--- src/design/jls_pkg.sv ---
// Shared constants and pipeline records for the JPEG-LS context modeler.
// Every stage of the modeler imports this package with a wildcard import.
// Lossless only, so the gradient thresholds are the fixed default values.

`default_nettype none

package jls_pkg;

    //------------------------------------------------------------
    // image geometry
    //------------------------------------------------------------
    localparam int unsigned COORD_W    = 14;    // column / row count width
    localparam int unsigned PIXEL_W    = 8;
    localparam int unsigned LINE_DEPTH = 16384; // one row of up to 16384 pixels

    // narrowest accepted width-1, smaller i_w is raised to this
    localparam logic [COORD_W-1:0] MIN_W_M1 = COORD_W'(4);

    //------------------------------------------------------------
    // gradient quantizer
    //------------------------------------------------------------
    localparam int GRAD_T1 = 3;
    localparam int GRAD_T2 = 7;
    localparam int GRAD_T3 = 21;

    localparam int          CTX_MAX = 364;  // 81*4 + 9*4 + 4
    localparam int unsigned CTX_W   = 9;

    //------------------------------------------------------------
    // error modulo reduction
    //------------------------------------------------------------
    localparam int ERR_RANGE = 256;
    localparam int ERR_HALF  = 128;

    //------------------------------------------------------------
    // stage records
    //------------------------------------------------------------
    // raster counter output
    typedef struct packed {
        logic [PIXEL_W-1:0] x;
        logic [COORD_W-1:0] col;        // doubles as line buffer write address
        logic               first_col;
        logic               last_col;
        logic               first_row;
        logic               last;       // final pixel of the image
    } pixel_pos_t;

    // current pixel with its causal neighbours
    typedef struct packed {
        logic [PIXEL_W-1:0] x;
        logic [PIXEL_W-1:0] a;          // left
        logic [PIXEL_W-1:0] b;          // above
        logic [PIXEL_W-1:0] c;          // above left
        logic [PIXEL_W-1:0] d;          // above right
        logic               last;
    } neighbours_t;

    // quantizer output, d is no longer needed
    typedef struct packed {
        logic [PIXEL_W-1:0] x;
        logic [PIXEL_W-1:0] a;
        logic [PIXEL_W-1:0] b;
        logic [PIXEL_W-1:0] c;
        logic [CTX_W-1:0]   q;          // context magnitude 0..364
        logic               sign;       // context was negative
        logic               last;
    } ctx_tagged_t;

    // per-pixel result
    typedef struct packed {
        logic [CTX_W-1:0]          q;
        logic                      sign;
        logic signed [PIXEL_W-1:0] errval;  // -128..127
        logic                      last;
    } ctx_result_t;

endpackage

`default_nettype wire

--- src/design/jls_raster_counter.sv ---
// Raster position tracker, first stage of the context modeler.
// Latches the image size on i_sof and tags every accepted pixel with
// its edge flags. Pixels after the last row are dropped here.
// o_col is combinational and feeds the line buffer read address.

`timescale 1ns/1ps
`default_nettype none

module jls_raster_counter
    import jls_pkg::*;
(
    input  wire                clk,
    input  wire                reset,
    input  wire                i_sof,     // start of image, carries i_w / i_h
    input  wire  [COORD_W-1:0] i_w,       // width-1
    input  wire  [COORD_W-1:0] i_h,       // height-1
    input  wire                i_valid,
    input  wire  [PIXEL_W-1:0] i_x,
    output logic [COORD_W-1:0] o_col,     // column of the incoming pixel
    output logic               o_valid,
    output pixel_pos_t         o_pos
);

    logic [COORD_W-1:0] w_m1;
    logic [COORD_W-1:0] h_m1;
    logic [COORD_W-1:0] col_cnt;
    logic [COORD_W:0]   row_cnt;      // extra msb so a row past the end fits
    logic               accept;
    logic               at_last_col;
    logic               at_last_row;

    assign at_last_col = (col_cnt == w_m1);
    assign at_last_row = (row_cnt == {1'b0, h_m1});
    assign accept      = i_valid && (row_cnt <= {1'b0, h_m1});  // drop trailing pixels
    assign o_col       = col_cnt;

    //------------------------------------------------------------
    // position counters
    //------------------------------------------------------------
    always_ff @(posedge clk) begin
        if (reset) begin
            w_m1    <= MIN_W_M1;
            h_m1    <= '0;
            col_cnt <= '0;
            row_cnt <= '1;                // past the end until the first i_sof
        end else if (i_sof) begin
            w_m1    <= (i_w < MIN_W_M1) ? MIN_W_M1 : i_w;
            h_m1    <= i_h;
            col_cnt <= '0;
            row_cnt <= '0;
        end else if (accept) begin
            if (at_last_col) begin
                col_cnt <= '0;
                row_cnt <= row_cnt + 1'b1;
            end else begin
                col_cnt <= col_cnt + 1'b1;
            end
        end
    end

    //------------------------------------------------------------
    // tagged pixel out
    //------------------------------------------------------------
    always_ff @(posedge clk) begin
        if (reset) begin
            o_valid <= 1'b0;
        end else begin
            o_valid <= accept;
        end
    end

    always_ff @(posedge clk) begin
        if (accept) begin
            o_pos.x         <= i_x;
            o_pos.col       <= col_cnt;
            o_pos.first_col <= (col_cnt == '0);
            o_pos.last_col  <= at_last_col;
            o_pos.first_row <= (row_cnt == '0);
            o_pos.last      <= at_last_col && at_last_row;
        end
    end

    // the source may not send a pixel in the i_sof cycle
    a_no_pixel_on_sof : assert property (@(posedge clk) disable iff (reset)
        !(i_valid && i_sof))
        else $error("pixel strobed together with i_sof");

endmodule

`default_nettype wire

--- config.mk ---
export PLATFORM = sky130hd
export DESIGN_NAME = jls_raster_counter
export DESIGN_NICKNAME = d
export VERILOG_FILES = /design/src/design/jls_pkg.sv /design/src/design/jls_raster_counter.sv
export SDC_FILE = /design/constraint.sdc
export NUM_CORES = 1
export LEC_CHECK = 0
export BUFFER_PORTS_ARGS = -buffer_cell sky130_fd_sc_hd__buf_2
export CORE_MARGIN = 5
export CORE_UTILIZATION = 55
export CTS_CLUSTER_SIZE = 20
export DETAILED_ROUTE_END_ITERATION = 8
export PLACE_DENSITY_LB_ADDON = 0.3
export SYNTH_ARGS = -nofsm -noshare
export SYNTH_HDL_FRONTEND = slang
export SYNTH_SLANG_ARGS = --single-unit
--- constraint.sdc ---
create_clock -name clk -period 4.1 [get_ports clk]
set_input_delay 0.615 -clock clk [delete_from_list [all_inputs] [get_ports clk]]
set_output_delay 0.615 -clock clk [all_outputs]
set_load 0.02 [all_outputs]
# --- Yosys cells after proc, flatten, opt, wreduce, memory -nomap -nowiden ---
# Cells that the tools add are included.
word_totals:
  register_bits: 84
  input_bits: 40
  word_cells: 30
classes:
  addsub: 2
  n_lt_le_gt_ge: 2
  eq_ne: 2
  mux: 5
  reduce_logical: 8
op_table:
  columns: ["op", "count"]
  rows:
  - ["two-way mux 15 bit", 3]
  - ["two-way mux 14 bit", 2]
  - ["adder 15 x 1 -> 15 bit (second input constant)", 1]
  - ["== test 15 x 14 -> 1 bit", 1]
  - ["<= comparator 15 x 14 -> 1 bit", 1]
  - ["zero test 15 bit", 1]
  - ["adder 14 x 1 -> 14 bit (second input constant)", 1]
  - ["== test 14 bit", 1]
  - ["zero test 14 bit", 1]
  - ["< comparator 14 x 3 -> 1 bit (second input constant)", 1]
  - ["nonzero test 2 bit", 2]
  - ["logical AND 1 bit", 2]
  - ["AND reduction 2 bit", 1]
  - ["OR reduction 2 bit", 1]

# --- Longest topological paths before layout ---
logic_depth:
  ltp_word: 4
  ltp_mapped: 10

# --- Worst setup path before layout ---
# No wires, ideal clock.
synth_path:
  path_type: "flip-flop to flip-flop"
  start: "reg h_m1[13]"
  end: "reg o_pos[0] (netlist bit) (enable)"
  t_arrival_ns: 2.335
  required_ns: 3.719
  slack_ns: 1.385
  stages_incl_launch_ff: 10
  synth_period_minus_slack_ns: 2.715
  path_cell_list: "dfxtp_1 inv_1 ha_1 and4b_1 a2111oi_0 o21a_1 a31oi_1 clkbuf_1 clkbuf_1 inv_1"
synth_via:
  elab_chain_cells: 2
synth_lines:
  columns: ["element", "line", "rtl"]
  rows:
  - ["start: declaration", "jls_raster_counter.sv:25", "logic [COORD_W-1:0] h_m1;"]
  - ["start signal: assignment", "jls_raster_counter.sv:48", "h_m1 <= i_h;"]
  - ["<= comparator 15 x 14 -> 1 bit", "jls_raster_counter.sv:34", "assign accept = i_valid && (row_cnt <= {1'b0, h_m1});"]
  - ["logical AND 1 bit", "jls_raster_counter.sv:34", null]
  - ["named net accept", "jls_raster_counter.sv:28", "logic accept;"]
  - ["end: declaration", "jls_raster_counter.sv:21", "output pixel_pos_t o_pos"]
# The timed path passes the listed nets, and every way through them passes these cells.
# A chain may end at the register's enable or synchronous reset.

# --- Worst setup path in the final report ---
layout_path:
  start: "reg h_m1[12]"
  end: "reg row_cnt[2]"
layout_via:
  elab_chain_cells: 4
layout_lines:
  columns: ["element", "line", "rtl"]
  rows:
  - ["<= comparator 15 x 14 -> 1 bit", "jls_raster_counter.sv:34", null]
  - ["logical AND 1 bit", "jls_raster_counter.sv:34", null]
  - ["nonzero test 2 bit (no line)", null, null]
  - ["AND reduction 2 bit (no line)", null, null]
  - ["end signal: assignment", "jls_raster_counter.sv:54", "row_cnt <= row_cnt + 1'b1;"]
  - ["end: declaration", "jls_raster_counter.sv:27", "logic [COORD_W:0] row_cnt;"]
# No other way between the ends.

==> flow_summary.yaml <==
placed_design:
  dp_cells: 544
  portBuffers: 80
  gp_congestion: 0.845
  hpwl_um: 6060
drt:
  vias: 3106
  routed_wl_um: 8410
  viasPerCell: 5.55
  ant_nets: 0
  route.detailed.drc: 0
  wl_per_cell_um: 15.0
  drt_iter0_markers: 289
  dr.pass1.iters: 6
sta:
  slew_violations: 0
  clock_skew_ns: 0.00772
  tns_ns: 0
  clock.fmax_mhz: 358
  setup-violations-final: 0
  slew_headroom: 0.399
  worstMarginPinSlew_ns: 0.900
  grt_setup_unrepaired: "false"
  hold_viol_final: 0
  finalCritPeriodShare: 0.682
  min_period_ns: 2.80
synth:
  synth_edf_count: 26
  synth_top_area_frac: 0.299
  ys.flop_type: "dfxtp_1"
  yosysTopAreaCell: "dfxtp_1"
  synth_area_per_cell_um2: 10.1
  synth_common_cells: "58 x dfxtp_1, 38 x nor2_1, 26 x edfxtp_1, 26 x mux2i_1, 22 x a21oi_1"
  ys_async_sr_fraction: 0
  yosys.cell_count.top_type: "dfxtp_1"
  syn_inst: 385
  synth.area.top_cells: "dfxtp_1 30%, edfxtp_1 20%, mux2i_1 6.7%"
  yosys_warnings: 0
  yosysUniqueCellTypes: 43
  seq_area_frac_synth: 0.500
  synth-seq-cells: 84
  syn_nets: 443
  synth_area_um2: 3880
worst_setup_path:
  critPathMaxFanout: 25
  cp.arrival_ns: 3.04
  regToRegEndpoint: "row_cnt[2]$_SDFFE_PP1P_"
  rr_worst_depth: 9
  required_ns: 4.35
  ff2ff_setup_slack_ns: 1.30
  crit_type: "reg2reg"
  end_kind: "flip-flop"
  worst_r2r_startpoint: "h_m1[12]$_SDFFE_PP0P_"
  worstSetupStartpointType: "flip-flop"
floorplan:
  start_util: 0.568
  pin_count: 81
  die-area_um2: 8830
  dieWidth_um: 94.0
  rows: 30
  core_area_um2: 6830
  die_h_um: 94.0
cts:
  cts_buffers: 9
  clkTransAtPathRegs_ns: 0.09
  htree_levels: 3
  cts_sinks: 84
  cts_buffer_depth: 2
  clk_latency_ns: 0.35
  cts_tree: "built"
  clockRootBuffer: "clkbuf_8"
  cts-resized-gates: 0
  postCtsSetupBuffers: 0
  hold_buffers: 0
global_route:
  use_met2: 0.293
  use_met1: 0.287
  grt_max_degree: 45
  grt_pass1_vias: 2915
  overflow: 0
  top_usage_layer: "met2"
  antenna_found_initial: 0
  grt_util_met3: 0.0385
  grt_pass1_wl_um: 14000
  grt_use_total: 0.198
final_layout:
  nets: 517
  finalNonFillerCells: 560
  syn_to_final_growth_pct: 17.7
  antenna_cells: 0
  drive_gt1_frac: 0.220
power:
  vdd_drop_max_mv: 0.246
  power_density_nw_per_um2: 375
  leakagePower_nw: 1.85
  pwr-share-comb: 0.108
  p_sw_frac: 0.260
  pwr-share-clk: 0.353
  seqPwrFrac: 0.539
  p_int_mw: 1.27
  power_switching_mw: 0.445
status:
  status: "finished clean"
worst_hold_path:
  hold_depth: 1
  min_from: "i_x[0]"
  holdCritPathClass: "in2reg"
  min_to: "o_pos[18]$_DFFE_PP_"
job:
  cap_violations: 0
-- how the worst max path moves through the flow --
stage / from / end / cells past startpoint
floorplan: h_m1[13]$_SDFFE_PP0P_ / o_pos[0]$_DFFE_PP_ / 9
global placement: row_cnt[0]$_SDFFE_PP1P_ / o_pos[15]$_DFFE_PP_ / 7
detailed placement: h_m1[12]$_SDFFE_PP0P_ / o_col[4]$_SDFFE_PP0P_ / 8
CTS: h_m1[12]$_SDFFE_PP0P_ / o_col[4]$_SDFFE_PP0P_ / 8
global route: h_m1[12]$_SDFFE_PP0P_ / o_pos[2]$_DFFE_PP_ / 6
finish: h_m1[12]$_SDFFE_PP0P_ / row_cnt[2]$_SDFFE_PP1P_ / 9
-- critical path: stages (launching register included) --
cell and delay (ns):
dfxtp_1 0.35, inv_1 0.05, ha_1 0.31, a21o_1 0.17, a2111oi_0 0.49, a31oi_2 0.27
buf_4 0.29, nor2b_1 0.33, a21oi_1 0.12, a311o_1 0.32
-- layout by cell type, fill, tap and decap left out, types with 2 or more instances in the layout --
master,instances
nand4_1,7
inv_6,2
edfxtp_1,26
nor2b_1,5
dfxtp_1,58
xnor2_1,16
clkinv_4,2
a22o_1,2
nor4b_1,2
or4b_1,2
a31oi_1,2
inv_1,20
nand3_1,9
a21oi_1,22
or3_1,7
a21o_1,13
clkbuf_8,9
nor4_1,10
nor2_1,38
nand2_1,17
buf_2,80
mux2i_1,26
nor3_1,8
and3_1,5
nor3b_1,3
ha_1,18
o21bai_1,2
a2111oi_0,2
xor2_1,10
or4_1,3
buf_4,3
o21ai_0,14
or3b_1,4
-- cell families after synthesis --
group	after synthesis	synth area share
AO/OA/AOI/OAI	63	0.101
buffers and inverters	40	0.0393
flip-flops	84	0.500
XOR/XNOR	26	0.0587
AND/OR/NAND/NOR	128	0.175
adder cells (fa/ha/maj)	18	0.0580
multiplexers	26	0.0671
-- flip-flops by register name, indices dropped and copies added (netlist names) --
signal / cells
h_m1: 14
o_col: 14
o_pos: 26
o_valid: 1
row_cnt: 15
w_m1: 14
-- power groups by stage --
stage | Sequential, mW | Clock, mW | Combinational [mW]
CTS | 0.922 | 0.613 | 0.185
finish | 0.922 | 0.604 | 0.184
global placement | 0.940 | 0 | 0.177
global route | 0.927 | 0.652 | 0.208
detailed placement | 0.941 | 0 | 0.184
floorplan | 0.949 | 0 | 0.112
-- area by class of cell --
class | instances | area, µm²
Tap cell | 96 | 120
Fill cell | 567 | 2270
Multi-Input combinational cell | 261 | 1800
Clock buffer | 9 | 124
Clock inverter | 7 | 83.8
Inverter | 20 | 75.1
Sequential cell | 84 | 1940
Timing Repair Buffer | 83 | 423
-- stage by stage --
| stage | hold slack [ns] | total power, mW | setup WS, ns | util | cell area [µm²] |
|---|---|---|---|---|---|
| after floorplan | 0.460 | 1.06 | 1.38 | - | 3880 |
| after global placement | 0.477 | 1.12 | 1.40 | 0.638 | 4360 |
| after detailed placement | 0.484 | 1.12 | 1.30 | 0.638 | 4360 |
| after CTS | 0.429 | 1.72 | 1.28 | 0.668 | 4570 |
| after global routing | 0.426 | 1.79 | 0.951 | 0.668 | 4570 |
| final | 0.436 | 1.71 | 1.30 | 0.668 | 4570 |
-- metal layers --
layer | up-vias | wire [µm] | share of wire
li1 | 1535 | - | -
met1 | 1424 | 4050 | 0.48
met2 | 133 | 3640 | 0.43
met3 | 14 | 606 | 0.072
met4 | 0 | 104 | 0.012
met5 | - | 0 | 0
No activity file was read; power rests on OpenSTA's default activity.
