### config.mk
export PLATFORM = sky130hd
export DESIGN_NAME = jls_context_quantizer
export DESIGN_NICKNAME = d
export VERILOG_FILES = /design/src/design/jls_pkg.sv /design/src/design/jls_context_quantizer.sv
export SDC_FILE = /design/constraint.sdc
export NUM_CORES = 1
export LEC_CHECK = 0
export ABC_CLOCK_PERIOD_IN_PS = 11100
export BUFFER_PORTS_ARGS = -buffer_cell sky130_fd_sc_hd__buf_2
export CAP_MARGIN = 40
export CORE_ASPECT_RATIO = 1.4
export CORE_UTILIZATION = 35
export CTS_BUF_LIST = sky130_fd_sc_hd__clkbuf_4
export DETAILED_ROUTE_END_ITERATION = 7
export GPL_TIMING_DRIVEN = 1
export HOLD_SLACK_MARGIN = 0.06
export PLACE_DENSITY = 0.54
export SYNTH_ARGS = -nofsm -noshare
export SYNTH_HDL_FRONTEND = slang
export SYNTH_SLANG_ARGS = --single-unit
### constraint.sdc
create_clock -name clk -period 11.1 [get_ports clk]
set_input_delay 3.33 -clock clk [delete_from_list [all_inputs] [get_ports clk]]
set_output_delay 3.33 -clock clk [all_outputs]
set_load 0.05 [all_outputs]
### src/design/jls_pkg.sv
// Shared constants and pipeline records for the JPEG-LS context modeler.
// Every stage of the modeler imports this package with a wildcard import.
// Lossless only, so the gradient thresholds are the fixed default values.

`default_nettype none

package jls_pkg;

    //------------------------------------------------------------
    // image geometry
    //------------------------------------------------------------
    localparam int unsigned COORD_W    = 14;    // column / row count width
    localparam int unsigned PIXEL_W    = 8;
    localparam int unsigned LINE_DEPTH = 16384; // one row of up to 16384 pixels

    // narrowest accepted width-1, smaller i_w is raised to this
    localparam logic [COORD_W-1:0] MIN_W_M1 = COORD_W'(4);

    //------------------------------------------------------------
    // gradient quantizer
    //------------------------------------------------------------
    localparam int GRAD_T1 = 3;
    localparam int GRAD_T2 = 7;
    localparam int GRAD_T3 = 21;

    localparam int          CTX_MAX = 364;  // 81*4 + 9*4 + 4
    localparam int unsigned CTX_W   = 9;

    //------------------------------------------------------------
    // error modulo reduction
    //------------------------------------------------------------
    localparam int ERR_RANGE = 256;
    localparam int ERR_HALF  = 128;

    //------------------------------------------------------------
    // stage records
    //------------------------------------------------------------
    // raster counter output
    typedef struct packed {
        logic [PIXEL_W-1:0] x;
        logic [COORD_W-1:0] col;        // doubles as line buffer write address
        logic               first_col;
        logic               last_col;
        logic               first_row;
        logic               last;       // final pixel of the image
    } pixel_pos_t;

    // current pixel with its causal neighbours
    typedef struct packed {
        logic [PIXEL_W-1:0] x;
        logic [PIXEL_W-1:0] a;          // left
        logic [PIXEL_W-1:0] b;          // above
        logic [PIXEL_W-1:0] c;          // above left
        logic [PIXEL_W-1:0] d;          // above right
        logic               last;
    } neighbours_t;

    // quantizer output, d is no longer needed
    typedef struct packed {
        logic [PIXEL_W-1:0] x;
        logic [PIXEL_W-1:0] a;
        logic [PIXEL_W-1:0] b;
        logic [PIXEL_W-1:0] c;
        logic [CTX_W-1:0]   q;          // context magnitude 0..364
        logic               sign;       // context was negative
        logic               last;
    } ctx_tagged_t;

    // per-pixel result
    typedef struct packed {
        logic [CTX_W-1:0]          q;
        logic                      sign;
        logic signed [PIXEL_W-1:0] errval;  // -128..127
        logic                      last;
    } ctx_result_t;

endpackage

`default_nettype wire

### src/design/jls_context_quantizer.sv
// Context quantizer for the third stage of the context modeler.
// Maps the gradients d-b, b-c and c-a to -4..4 with the lossless
// thresholds and folds them into a context magnitude and sign.

`timescale 1ns/1ps
`default_nettype none

module jls_context_quantizer
    import jls_pkg::*;
(
    input  wire                clk,
    input  wire                reset,
    input  wire                i_valid,
    input  wire  neighbours_t  i_nb,
    output logic               o_valid,
    output ctx_tagged_t        o_ctx
);

    // one gradient into the range -4..4
    function automatic logic signed [3:0] quant_grad(
        input logic [PIXEL_W-1:0] hi,
        input logic [PIXEL_W-1:0] lo
    );
        logic signed [PIXEL_W:0] grad;
        logic        [PIXEL_W:0] mag;
        logic signed [3:0]       qv;
        grad = $signed({1'b0, hi}) - $signed({1'b0, lo});
        mag  = grad[PIXEL_W] ? -grad : grad;   // at most 255
        if (mag == '0) begin
            qv = 4'sd0;
        end else if (mag < GRAD_T1) begin
            qv = 4'sd1;
        end else if (mag < GRAD_T2) begin
            qv = 4'sd2;
        end else if (mag < GRAD_T3) begin
            qv = 4'sd3;
        end else begin
            qv = 4'sd4;
        end
        return grad[PIXEL_W] ? -qv : qv;
    endfunction

    logic signed [3:0]     q1;
    logic signed [3:0]     q2;
    logic signed [3:0]     q3;
    logic signed [CTX_W:0] ctx_s;    // -364..364
    logic        [CTX_W:0] ctx_mag;
    logic                  ctx_neg;

    assign q1 = quant_grad(i_nb.d, i_nb.b);
    assign q2 = quant_grad(i_nb.b, i_nb.c);
    assign q3 = quant_grad(i_nb.c, i_nb.a);

    assign ctx_s   = (CTX_W+1)'(81 * q1 + 9 * q2 + q3);
    assign ctx_neg = ctx_s[CTX_W];
    assign ctx_mag = ctx_neg ? -ctx_s : ctx_s;   // fold negative contexts

    //------------------------------------------------------------
    // stage register
    //------------------------------------------------------------
    always_ff @(posedge clk) begin
        if (reset) begin
            o_valid <= 1'b0;
        end else begin
            o_valid <= i_valid;
        end
    end

    always_ff @(posedge clk) begin
        if (i_valid) begin
            o_ctx.x    <= i_nb.x;
            o_ctx.a    <= i_nb.a;
            o_ctx.b    <= i_nb.b;
            o_ctx.c    <= i_nb.c;
            o_ctx.q    <= ctx_mag[CTX_W-1:0];
            o_ctx.sign <= ctx_neg;
            o_ctx.last <= i_nb.last;
        end
    end

endmodule

`default_nettype wire

## Yosys cells after proc, flatten, opt, wreduce, memory -nomap -nowiden

Index checks and enable logic that the tools add are counted.

- Input port bits: 44
- Output and inout bits: 44
- Flip-flop bits (word level): 44
- Logic and storage cells: 53

- Reductions and logical operators: 3
- $mul: 2
- Add/subtract/negate cells: 12
- Multiplexer cells: 19
- $lt $le $gt $ge: 9

Operator list:

| cell | count |
|---|---|
| $mux 3 | 12 |
| $mux 9 | 4 |
| $neg 9->9 | 4 |
| $logic_not 9->1 | 3 |
| $lt 9x2->1 const B | 3 |
| $lt 9x3->1 const B | 3 |
| $lt 9x5->1 const B | 3 |
| $sub 8x8->9 | 3 |
| $mux 4 | 3 |
| $neg 4->4 | 3 |
| $add 10x4->10 | 1 |
| $add 10x9->10 | 1 |
| $mul 8x4->10 const A | 1 |
| $mul 5x4->9 const A | 1 |

## Depth between registers and ports, before layout

Gate-level depths: netlist (run 1).

- Depth in word-level cells: 15
- Gate-level depth with buffers: 35
- Gate-level depth less buffers: 35

## Worst setup path after synthesis (run 1)

OpenSTA, ideal clock, no wires.

- Path type: input to register
- Start point: in i_nb[9] in the netlist's numbering
- End point: reg o_ctx[7] in the netlist's numbering, data pin
- Path slack: 0.693 ns
- Data arrival time: 10.139 ns
- Setup time: 0.268 ns
- Buffers on the path: 0
- Required time: 10.832 ns
- Cell stages on the path: 31
- Path through: inv_1 -> ha_1 -> inv_1 -> fa_1 -> a211oi_1 -> o21bai_1 -> a221oi_2 -> mux2_2 -> nor4_1 -> a21oi_1 -> a21oi_1 -> a32o_1 -> inv_1 -> ha_1 -> nand2_1 -> o21ai_1 -> ha_1 -> ha_1 -> fa_1 -> fa_1 -> ha_1 -> ha_1 -> a21oi_1 -> o2111ai_1 -> a31o_1 -> a21oi_1 -> xnor2_1 -> and2_1 -> a31o_2 -> a211oi_1 -> xor2_1

- Word-level cells in the longest chain between the ends: 15
- Elaborated cells between the ends (all ways): 31
- Classes of those cells: add/sub (9); mul (1); order compare (6); mux (13); reduce/logical (2)

RTL lines:

| what | RTL line | text |
|---|---|---|
| from (decl) | jls_context_quantizer.sv:14 | `input wire neighbours_t i_nb,` |
| $sub 8x8->9 | jls_context_quantizer.sv:27 | `grad = $signed({1'b0, hi}) - $signed({1'b0, lo});` |
| $neg 9->9 | jls_context_quantizer.sv:28 | `mag = grad[PIXEL_W] ? -grad : grad;` |
| $mux 9 | jls_context_quantizer.sv:28 |  |
| $lt 9x5->1 | jls_context_quantizer.sv:35 | `end else if (mag < GRAD_T3) begin` |
| $mux 3 | jls_context_quantizer.sv:35 |  |
| $mux 3 | jls_context_quantizer.sv:33 | `end else if (mag < GRAD_T2) begin` |
| $mux 3 | jls_context_quantizer.sv:31 | `end else if (mag < GRAD_T1) begin` |
| $mux 3 | jls_context_quantizer.sv:29 | `if (mag == '0) begin` |
| $neg 4->4 | jls_context_quantizer.sv:40 | `return grad[PIXEL_W] ? -qv : qv;` |
| $mux 4 | jls_context_quantizer.sv:40 |  |
| $mul 5x4->9 | jls_context_quantizer.sv:54 | `assign ctx_s = (CTX_W+1)'(81 * q1 + 9 * q2 + q3);` |
| $add 10x9->10 | jls_context_quantizer.sv:54 |  |
| $add 10x4->10 (*) | jls_context_quantizer.sv:54 |  |
| $neg 9->9 | jls_context_quantizer.sv:56 | `assign ctx_mag = ctx_neg ? -ctx_s : ctx_s;` |
| $mux 9 (*) | jls_context_quantizer.sv:56 |  |
| via ctx_mag[5] | jls_context_quantizer.sv:47 | `logic [CTX_W:0] ctx_mag;` |
| to (decl) | jls_context_quantizer.sv:16 | `output ctx_tagged_t o_ctx` |

The timed path passes the listed nets; every way through them passes the cells marked *.
A chain may end at the register's enable or synchronous reset.

## Final worst setup path (run 1)

Same ends and word-level chain as after synthesis.

==> results.md, run 1 <==
| Group | Quantity | Value |
|:---|:---|:---|
| setup path | CP most frequent cell | sky130_fd_sc_hd__ha_1 |
| sta | Final hold violation count | 0 |
| sta | Unrepaired setup endpoints after global routing | no |
| synthesis | Async set-reset flop share out of synthesis | 0% |
| cts | Clock Path Buffers | 2 |
| final layout | Ratio of cells with drive above 1 in the final layout | 20.3% |
| setup path | Max FO, Critical Path | 8 |
| synthesis | Top_reg_cell synth | sky130_fd_sc_hd__edfxtp_1 |
| placed design | Setup slack after placement | -32.9 ps |
| sta | Highest attainable clock frequency | 0.0942 GHz |
| synthesis | Count of flip-flops with a built-in enable after synthesis | 43 |
| route | Wirelength, routed | 11.9 mm |
| floorplanning | Die Outline Area | 14,900 um^2 |
| sta | Tmin final | 10,610 ps |
| grt | Total congestion overflow after global routing | 0 |
| synthesis | Synth Area in Adders | 24.3% |
| cts | Register clock-pin slew on the reported worst setup and hold paths | 120 ps |
| cts | Post-cts repair resize count | 0 |
| setup path | CP top delay family | adder cells |
| final layout | Number of nets in the finished design | 765 |
| cts | Clk sink count | 44 |
| setup path | Sort of element at the start of the critical path | input pin |
| sta | Transition at the pin with the smallest max-transition slack | 701 ps |
| hold path | Worst hold stages | 2 |
| sta | Count of pins over their slew limit | 0 |
| grt | Maximum number of pins on one net before global-route repair | 42 |
| hold path | Classification of the worst-slack hold path | input pin to flop |
| cts | Hold bufs inserted after CTS | 0 |
| placed design | Final HPWL DP | 9.87 mm |
| synthesis | Synthesis warning total | 0 |
| synthesis | Netlist area before placement | 5040 um^2 |
| run status | Result of the run | finished, final reports clean |
| grt | Initial antenna violation count | 1 |
| setup path | Arrival time reported for the critical path endpoint | 10,710 ps |
| synthesis | Largest family of logic cells by synthesized area | adder cells |
| floorplanning | Floorplan die width | 103 um |
| grt | Via count of the first global-routing pass | 4,379 |
| route | Routed length per instance | 14.5 um |
| synthesis | Sequential fraction of the synthesis area | 26.0% |
| route | Post-detailed-route via-to-cell ratio | 5.21 |
| synthesis | Count of distinct cell types in the synthesized netlist | 73 |
| synthesis | Avg Cell Area, Syn | 9.43 um^2 |
| final layout | Fill cells | 1,385 |
| sta | PnR worst setup slack | 490 ps |
| route | First-pass iteration count of the detailed router | 4 |
| setup path | Buffers plus inverters on the worst setup path | 4 |
| cts | Maximum level of the CTS H-tree | 2 |
| placed design | # port buffers | 87 |
| synthesis | Cell taking the most area after synthesis | sky130_fd_sc_hd__edfxtp_1 |
| floorplanning | Number of top-level design ports | 88 |
| route | Remaining DRCs | 0 |
| route | 1st-iter DRT viols | 181 |
| sta | Relative slew slack | 52.8% |
| route | Number of vias in the routed layout | 4,280 |
| setup path | Required arrival time at the worst endpoint | 11,200 ps |
| floorplanning | Core Rows | 51 |
| cts | Post-CTS setup buffer count | 0 |
| cts | CTS Root Cell | sky130_fd_sc_hd__clkbuf_4 |
| grt | First-pass GRT wire length | 19.8 mm |
| floorplanning | Die height | 144 um |
| job | Number of maximum-capacitance constraint violations | 0 |
| hold path | End point of the worst hold path | o_valid |
| synthesis | Fraction of synthesized cell area in xor and xnor cells | 7.95% |
| setup path | Type of element capturing the critical path | flop |
| setup path | Worst setup path category | input pin to flop |
| sta | Final count of negative-setup-slack endpoints | 0 |
| synthesis | Fraction of the mapped netlist area in compound gates | 19.3% |
| synthesis | Post-Synthesis Net Count | 665 |
| cts | Clock tree from TritonCTS | done |
| sta | Fraction of the cycle the final worst path needs | 95.6% |
| synthesis | Simple-gate share of the synthesized area | 15.1% |
| setup path | Largest incremental delay on the critical path | 490 ps |
| cts | Number of buffers created by CTS | 5 |
| sta | Final sum of negative setup slack | 0 ps |
| final layout | Area Overhead vs Synth | 17.0% |
| floorplanning | Effective utilization at floorplan | 36.0% |
| synthesis | Post-synthesis cell count | 534 |
| route | Antenna-violating nets left | 0 |
| floorplanning | Placeable Area | 14,000 um^2 |
| synthesis | Ranking of synthesized cells by area | sky130_fd_sc_hd__edfxtp_1, sky130_fd_sc_hd__ha_1, sky130_fd_sc_hd__fa_1, sky130_fd_sc_hd__inv_1, sky130_fd_sc_hd__xnor2_1 |
| setup path | Slowest library cell on the worst path | sky130_fd_sc_hd__fa_1 |
| hold path | Worst min-delay path startpoint | reset |
| synthesis | Post-synth top area share | 25.6% |
| placed design | GP Congestion | 0.816 |
| synthesis | Flip-flop and latch count after synthesis | 44 |
| grt | GRT Overall Usage | 16.8% |
| synthesis | Post-synthesis mux area share | 1.66% |
-- synth_stat cells (4+ instances only) --
master,number
sky130_fd_sc_hd__ha_1,69
sky130_fd_sc_hd__inv_1,69
sky130_fd_sc_hd__edfxtp_1,43
sky130_fd_sc_hd__nand2_1,32
sky130_fd_sc_hd__a21oi_1,28
sky130_fd_sc_hd__nor2_1,28
sky130_fd_sc_hd__xnor2_1,26
sky130_fd_sc_hd__fa_1,18
sky130_fd_sc_hd__nand3_1,16
sky130_fd_sc_hd__xor2_1,16
sky130_fd_sc_hd__nor3_1,13
sky130_fd_sc_hd__o21ai_0,12
sky130_fd_sc_hd__nand2b_1,11
sky130_fd_sc_hd__a21o_1,10
sky130_fd_sc_hd__o21ai_1,9
sky130_fd_sc_hd__a211oi_1,7
sky130_fd_sc_hd__a31oi_1,7
sky130_fd_sc_hd__nor2b_1,7
sky130_fd_sc_hd__and3_1,6
sky130_fd_sc_hd__o211ai_1,6
sky130_fd_sc_hd__mux2i_1,5
sky130_fd_sc_hd__nand3b_1,5
sky130_fd_sc_hd__nor3b_1,5
sky130_fd_sc_hd__o21a_1,5
sky130_fd_sc_hd__nand4_1,4
sky130_fd_sc_hd__nor4_1,4
sky130_fd_sc_hd__o21bai_1,4
-- stage by stage --
step	hold WS [ps]	cells	area (um^2)	util, %
final	3120	821	5890	42.2
after floorplan	3400	534	5040	-
after global placement	3490	811	5740	41.1
after global routing	3080	821	5890	42.2
after CTS	3090	820	5870	42.0
after detailed placement	3500	812	5760	41.2
-- metal layers --
layer	global-route usage, %	vias up	part of all wire (%)	wire length, um
met5	0	-	0	0
met4	5.26	0	1.4	169
met3	1.46	10	2.9	344
met2	33.0	79	54	6490
met1	18.3	2045	41	4930
li1	-	2146	-	-
-- cell families after synthesis --
group,Yosys count
compound gates,131
xor+xnor,44
fa+ha+maj,87
buf+inv,73
flops,44
mux,8
simple gates,147
-- sequential cells by signal, indices dropped and copies added (netlist names) --
register,cells
o_ctx,43
o_valid,1
-- layout by cell type (no fill, tap or decap), drive strengths merged, types with 3 or more instances in the layout --
cell     Yosys  routed
mux2i        5       5
nand4        4       4
a21o        10      10
or3b         3       3
ha          69      69
clkbuf       0       6
fa          18      18
a31o         4       4
and2         3       3
nand3       16      16
inv         69      69
nor4         4       4
o2111ai      3       3
nand3b       5       5
mux2         3       3
xor2        17      17
o21ai       22      22
nor3        13      13
a32o         3       3
o21a         5       5
nor2b        7       7
buf          4      97
o211ai       6       6
and3         6       6
edfxtp      43      43
a211oi       8       8
a31oi        7       7
o21bai       5       5
nand2       32      32
nand2b      11      11
xnor2       27      27
a21oi       30      30
nor2        29      29
nor3b        5       5
or2          3       3
-- worst max path at each step --
stage	slack [ps]	start	depth (start not counted)	end
after floorplan	690	i_nb[9]	31	o_ctx[7]
after global placement	90	i_nb[9]	32	o_ctx[9]
after detailed placement	-30	i_nb[9]	32	o_ctx[9]
after CTS	320	i_nb[9]	32	o_ctx[9]
after global routing	30	i_nb[1]	35	o_ctx[9]
final	490	i_nb[9]	32	o_ctx[7]
-- final cells by class --
class	count	area [um^2]	area share [%]
flip-flops and latches	44	1310	22.3
clock buffers	6	45.0	0.764
repair buffers	97	523	8.87
well taps	185	231	3.93
inverters	69	259	4.39
multi-input cells	417	3460	58.7
clock inverters	2	60.1	1.02
diodes	1	2.50	0.0425
Power of run 1 is not shown: default switching activity piles up to over one toggle a cycle in this logic, so the estimate is an artifact.
==> run 2: changes to the inputs <==
--- a/config.mk
+++ b/config.mk
@@ -9,12 +9,14 @@
 export BUFFER_PORTS_ARGS = -buffer_cell sky130_fd_sc_hd__buf_2
 export CAP_MARGIN = 40
 export CORE_ASPECT_RATIO = 1.4
+export CORE_MARGIN = 8
 export CORE_UTILIZATION = 35
 export CTS_BUF_LIST = sky130_fd_sc_hd__clkbuf_4
 export DETAILED_ROUTE_END_ITERATION = 7
 export GPL_TIMING_DRIVEN = 1
 export HOLD_SLACK_MARGIN = 0.06
 export PLACE_DENSITY = 0.54
+export REMOVE_ABC_BUFFERS = 1
 export SYNTH_ARGS = -nofsm -noshare
 export SYNTH_HDL_FRONTEND = slang
 export SYNTH_SLANG_ARGS = --single-unit
==> run 2 against run 1 <==
Hold slack got worse by 42 ps. Largest cell class unchanged. Sequential share of layout area is 0.19 points higher. Maximum frequency rose by 0.27%. Final area shrank 0.83%. Global-route usage shrank 3.8 points. Non-clock buffer count decreased by 2. Routed wire length grew 0.30%. Die area grew 25%. Clock-buffer cell count unchanged. Final cell count rose by 0.24%. Critical endpoint is now o_ctx[9]. Utilization is 1.2 points lower.
==> results.md, run 2 (synthesis results as in run 1) <==
| Group | Quantity | Value | vs previous |
|:---|:---|:---|:---|
| placed design | GP Congestion | 0.836 | +2.4% |
| route | Routed length per instance | 14.5 um | about the same |
| cts | Number of buffers created by CTS | 5 | unchanged |
| floorplanning | Placeable Area | 14,200 um^2 | +2.0% |
| sta | Unrepaired setup endpoints after global routing | no |  |
| setup path | Required arrival time at the worst endpoint | 11,210 ps | about the same |
| sta | PnR worst setup slack | 518 ps | +28.6 ps |
| grt | Via count of the first global-routing pass | 4,392 | +0.30% |
| setup path | Slowest library cell on the worst path | sky130_fd_sc_hd__fa_1 |  |
| sta | Final sum of negative setup slack | 0 ps | unchanged |
| setup path | Type of element capturing the critical path | flop |  |
| setup path | Max FO, Critical Path | 8 | unchanged |
| cts | Hold bufs inserted after CTS | 0 | unchanged |
| final layout | Final instance area | 5840 um^2 | -0.83% |
| sta | Final count of negative-setup-slack endpoints | 0 | unchanged |
| floorplanning | Effective utilization at floorplan | 35.3% | -0.69 points |
| floorplanning | Number of top-level design ports | 88 | unchanged |
| route | Post-detailed-route via-to-cell ratio | 5.17 | -0.80% |
| final layout | Max reg flops | 43 | unchanged |
| final layout | Registers with the most flip-flops | o_ctx x43, o_valid x1 |  |
| floorplanning | Core Rows | 52 | +2.0% |
| grt | Initial antenna violation count | 1 | unchanged |
| route | Remaining DRCs | 0 | unchanged |
| route | 1st-iter DRT viols | 149 | -18% |
| route | Number of vias in the routed layout | 4,256 | -0.56% |
| route | First-pass iteration count of the detailed router | 5 | +1 |
| final layout | Area Overhead vs Synth | 16.0% |  |
| floorplanning | Floorplan die width | 117 um | +14% |
| grt | Maximum number of pins on one net before global-route repair | 41 | -2.4% |
| cts | Clock Path Buffers | 2 | unchanged |
| cts | CTS Root Cell | sky130_fd_sc_hd__clkbuf_4 |  |
| grt | Total congestion overflow after global routing | 0 | unchanged |
| hold path | Classification of the worst-slack hold path | input pin to flop |  |
| placed design | Placed instance area | 5750 um^2 | -0.17% |
| setup path | CP Capture Point | o_ctx[9] |  |
| grt | GRT Overall Usage | 13.0% | -3.8 points |
| cts | Register clock-pin slew on the reported worst setup and hold paths | 160 ps | +40 ps |
| route | Antenna-violating nets left | 0 | unchanged |
| sta | Highest attainable clock frequency | 0.0945 GHz | +0.27% |
| job | Number of maximum-capacitance constraint violations | 0 | unchanged |
| setup path | Largest incremental delay on the critical path | 500 ps | about the same |
| hold path | Worst min-delay path startpoint | reset |  |
| final layout | Most common library cell in the layout ignoring fill and taps | sky130_fd_sc_hd__buf_2 |  |
| sta | Fraction of the cycle the final worst path needs | 95.3% | -0.26 points |
| setup path | Launch point of the critical path | i_nb[9] |  |
| cts | Clock tree from TritonCTS | done |  |
| placed design | # port buffers | 87 | unchanged |
| placed design | Setup slack after placement | 0.385 ps | +33.2 ps |
| grt | First-pass GRT wire length | 20.1 mm | +1.2% |
| setup path | Worst setup path category | input pin to flop |  |
| sta | Transition at the pin with the smallest max-transition slack | 779 ps | +77.9 ps |
| sta | Tmin final | 10,580 ps | -28.6 ps |
| sta | Count of pins over their slew limit | 0 | unchanged |
| final layout | Highest-count cells in the layout ignoring fill and taps | sky130_fd_sc_hd__buf_2, sky130_fd_sc_hd__inv_1, sky130_fd_sc_hd__ha_1 |  |
| final layout | Number of nets in the finished design | 763 | -0.26% |
| setup path | Sort of element at the start of the critical path | input pin |  |
| floorplanning | Die Outline Area | 18,500 um^2 | +25% |
| sta | Final hold violation count | 0 | unchanged |
| setup path | CP most frequent cell | sky130_fd_sc_hd__ha_1 |  |
| cts | Clk sink count | 44 | unchanged |
| sta | Relative slew slack | 47.6% | -5.2 points |
| final layout | Ratio of cells with drive above 1 in the final layout | 19.6% | -0.73 points |
| run status | Result of the run | finished, final reports clean |  |
| floorplanning | Die height | 158 um | +9.7% |
| route | Wirelength, routed | 12.0 mm | +0.30% |
| placed design | Final HPWL DP | 10.1 mm | +2.6% |
| setup path | Arrival time reported for the critical path endpoint | 10,690 ps | -20 ps |
| final layout | Register containing the most flip-flops in the final layout | o_ctx |  |
| cts | Maximum level of the CTS H-tree | 2 | unchanged |
-- run 2: cell count changes in the layout (fill, tap and decap cells not counted), sizes merged --
cell,previous run,this run
bufinv,2,1
clkinv,0,1
buf,97,95
-- run 2: worst min path at each step --
stage / to / slack (ps) / cells past startpoint
after floorplan: o_valid / 3400 / 1
after global placement: o_valid / 3490 / 2
after detailed placement: o_valid / 3500 / 2
after CTS: o_valid / 3040 / 2
after global routing: o_valid / 3030 / 2
final: o_valid / 3080 / 2
-- run 2: per-stage QoR --
| step | hold slack, ps | instances | util (%) |
|---|---|---|---|
| after detailed placement | 3500 | 814 | 40.4 |
| after global placement | 3490 | 813 | 40.2 |
| after CTS | 3040 | 822 | 40.9 |
| final | 3080 | 823 | 41.0 |
| after global routing | 3030 | 823 | 41.0 |
| after floorplan | 3400 | 530 | - |
-- run 2: timing repair --
item / 4_1_cts / 5_1_grt
setup endpoints to repair: 0 / 7
setup buffers: 0 / 0
endpoints found under the hold margin: 0 / 0
gates resized for setup: 0 / 3
-- run 2: area by class of cell --
| cell class | count | area (um^2) |
|---|---|---|
| Antenna cell | 1 | 2.50 |
| Inverter | 69 | 259 |
| Timing Repair Buffer | 95 | 508 |
| Clock buffer | 6 | 45.0 |
| Fill cell | 1445 | 8400 |
| Clock inverter | 2 | 35.0 |
| Multi-Input combinational cell | 417 | 3450 |
| Sequential cell | 44 | 1310 |
| Tap cell | 189 | 236 |
-- run 2: layer usage --
layer  share of wire (%)  vias to the layer above  wire length [um]  GRT usage, %
met5                   0                        -                 0             0
met4                 1.9                        0               224          5.02
met3                 2.7                       16               319          1.28
met2                  55                       86              6550          26.3
met1                  41                     2024              4880          13.3
li1                    -                     2130                 -             -
-- run 2: worst max-delay path: cells and delay by family --
kind	cells	cell delay (ps)
AO/OA/AOI/OAI	12	2580
multiplexers	1	370
adder cells (fa/ha/maj)	9	3100
AND/OR/NAND/NOR	4	760
buffers and inverters	4	310
XOR/XNOR	2	230
Power of run 2 is left out for the same reason.
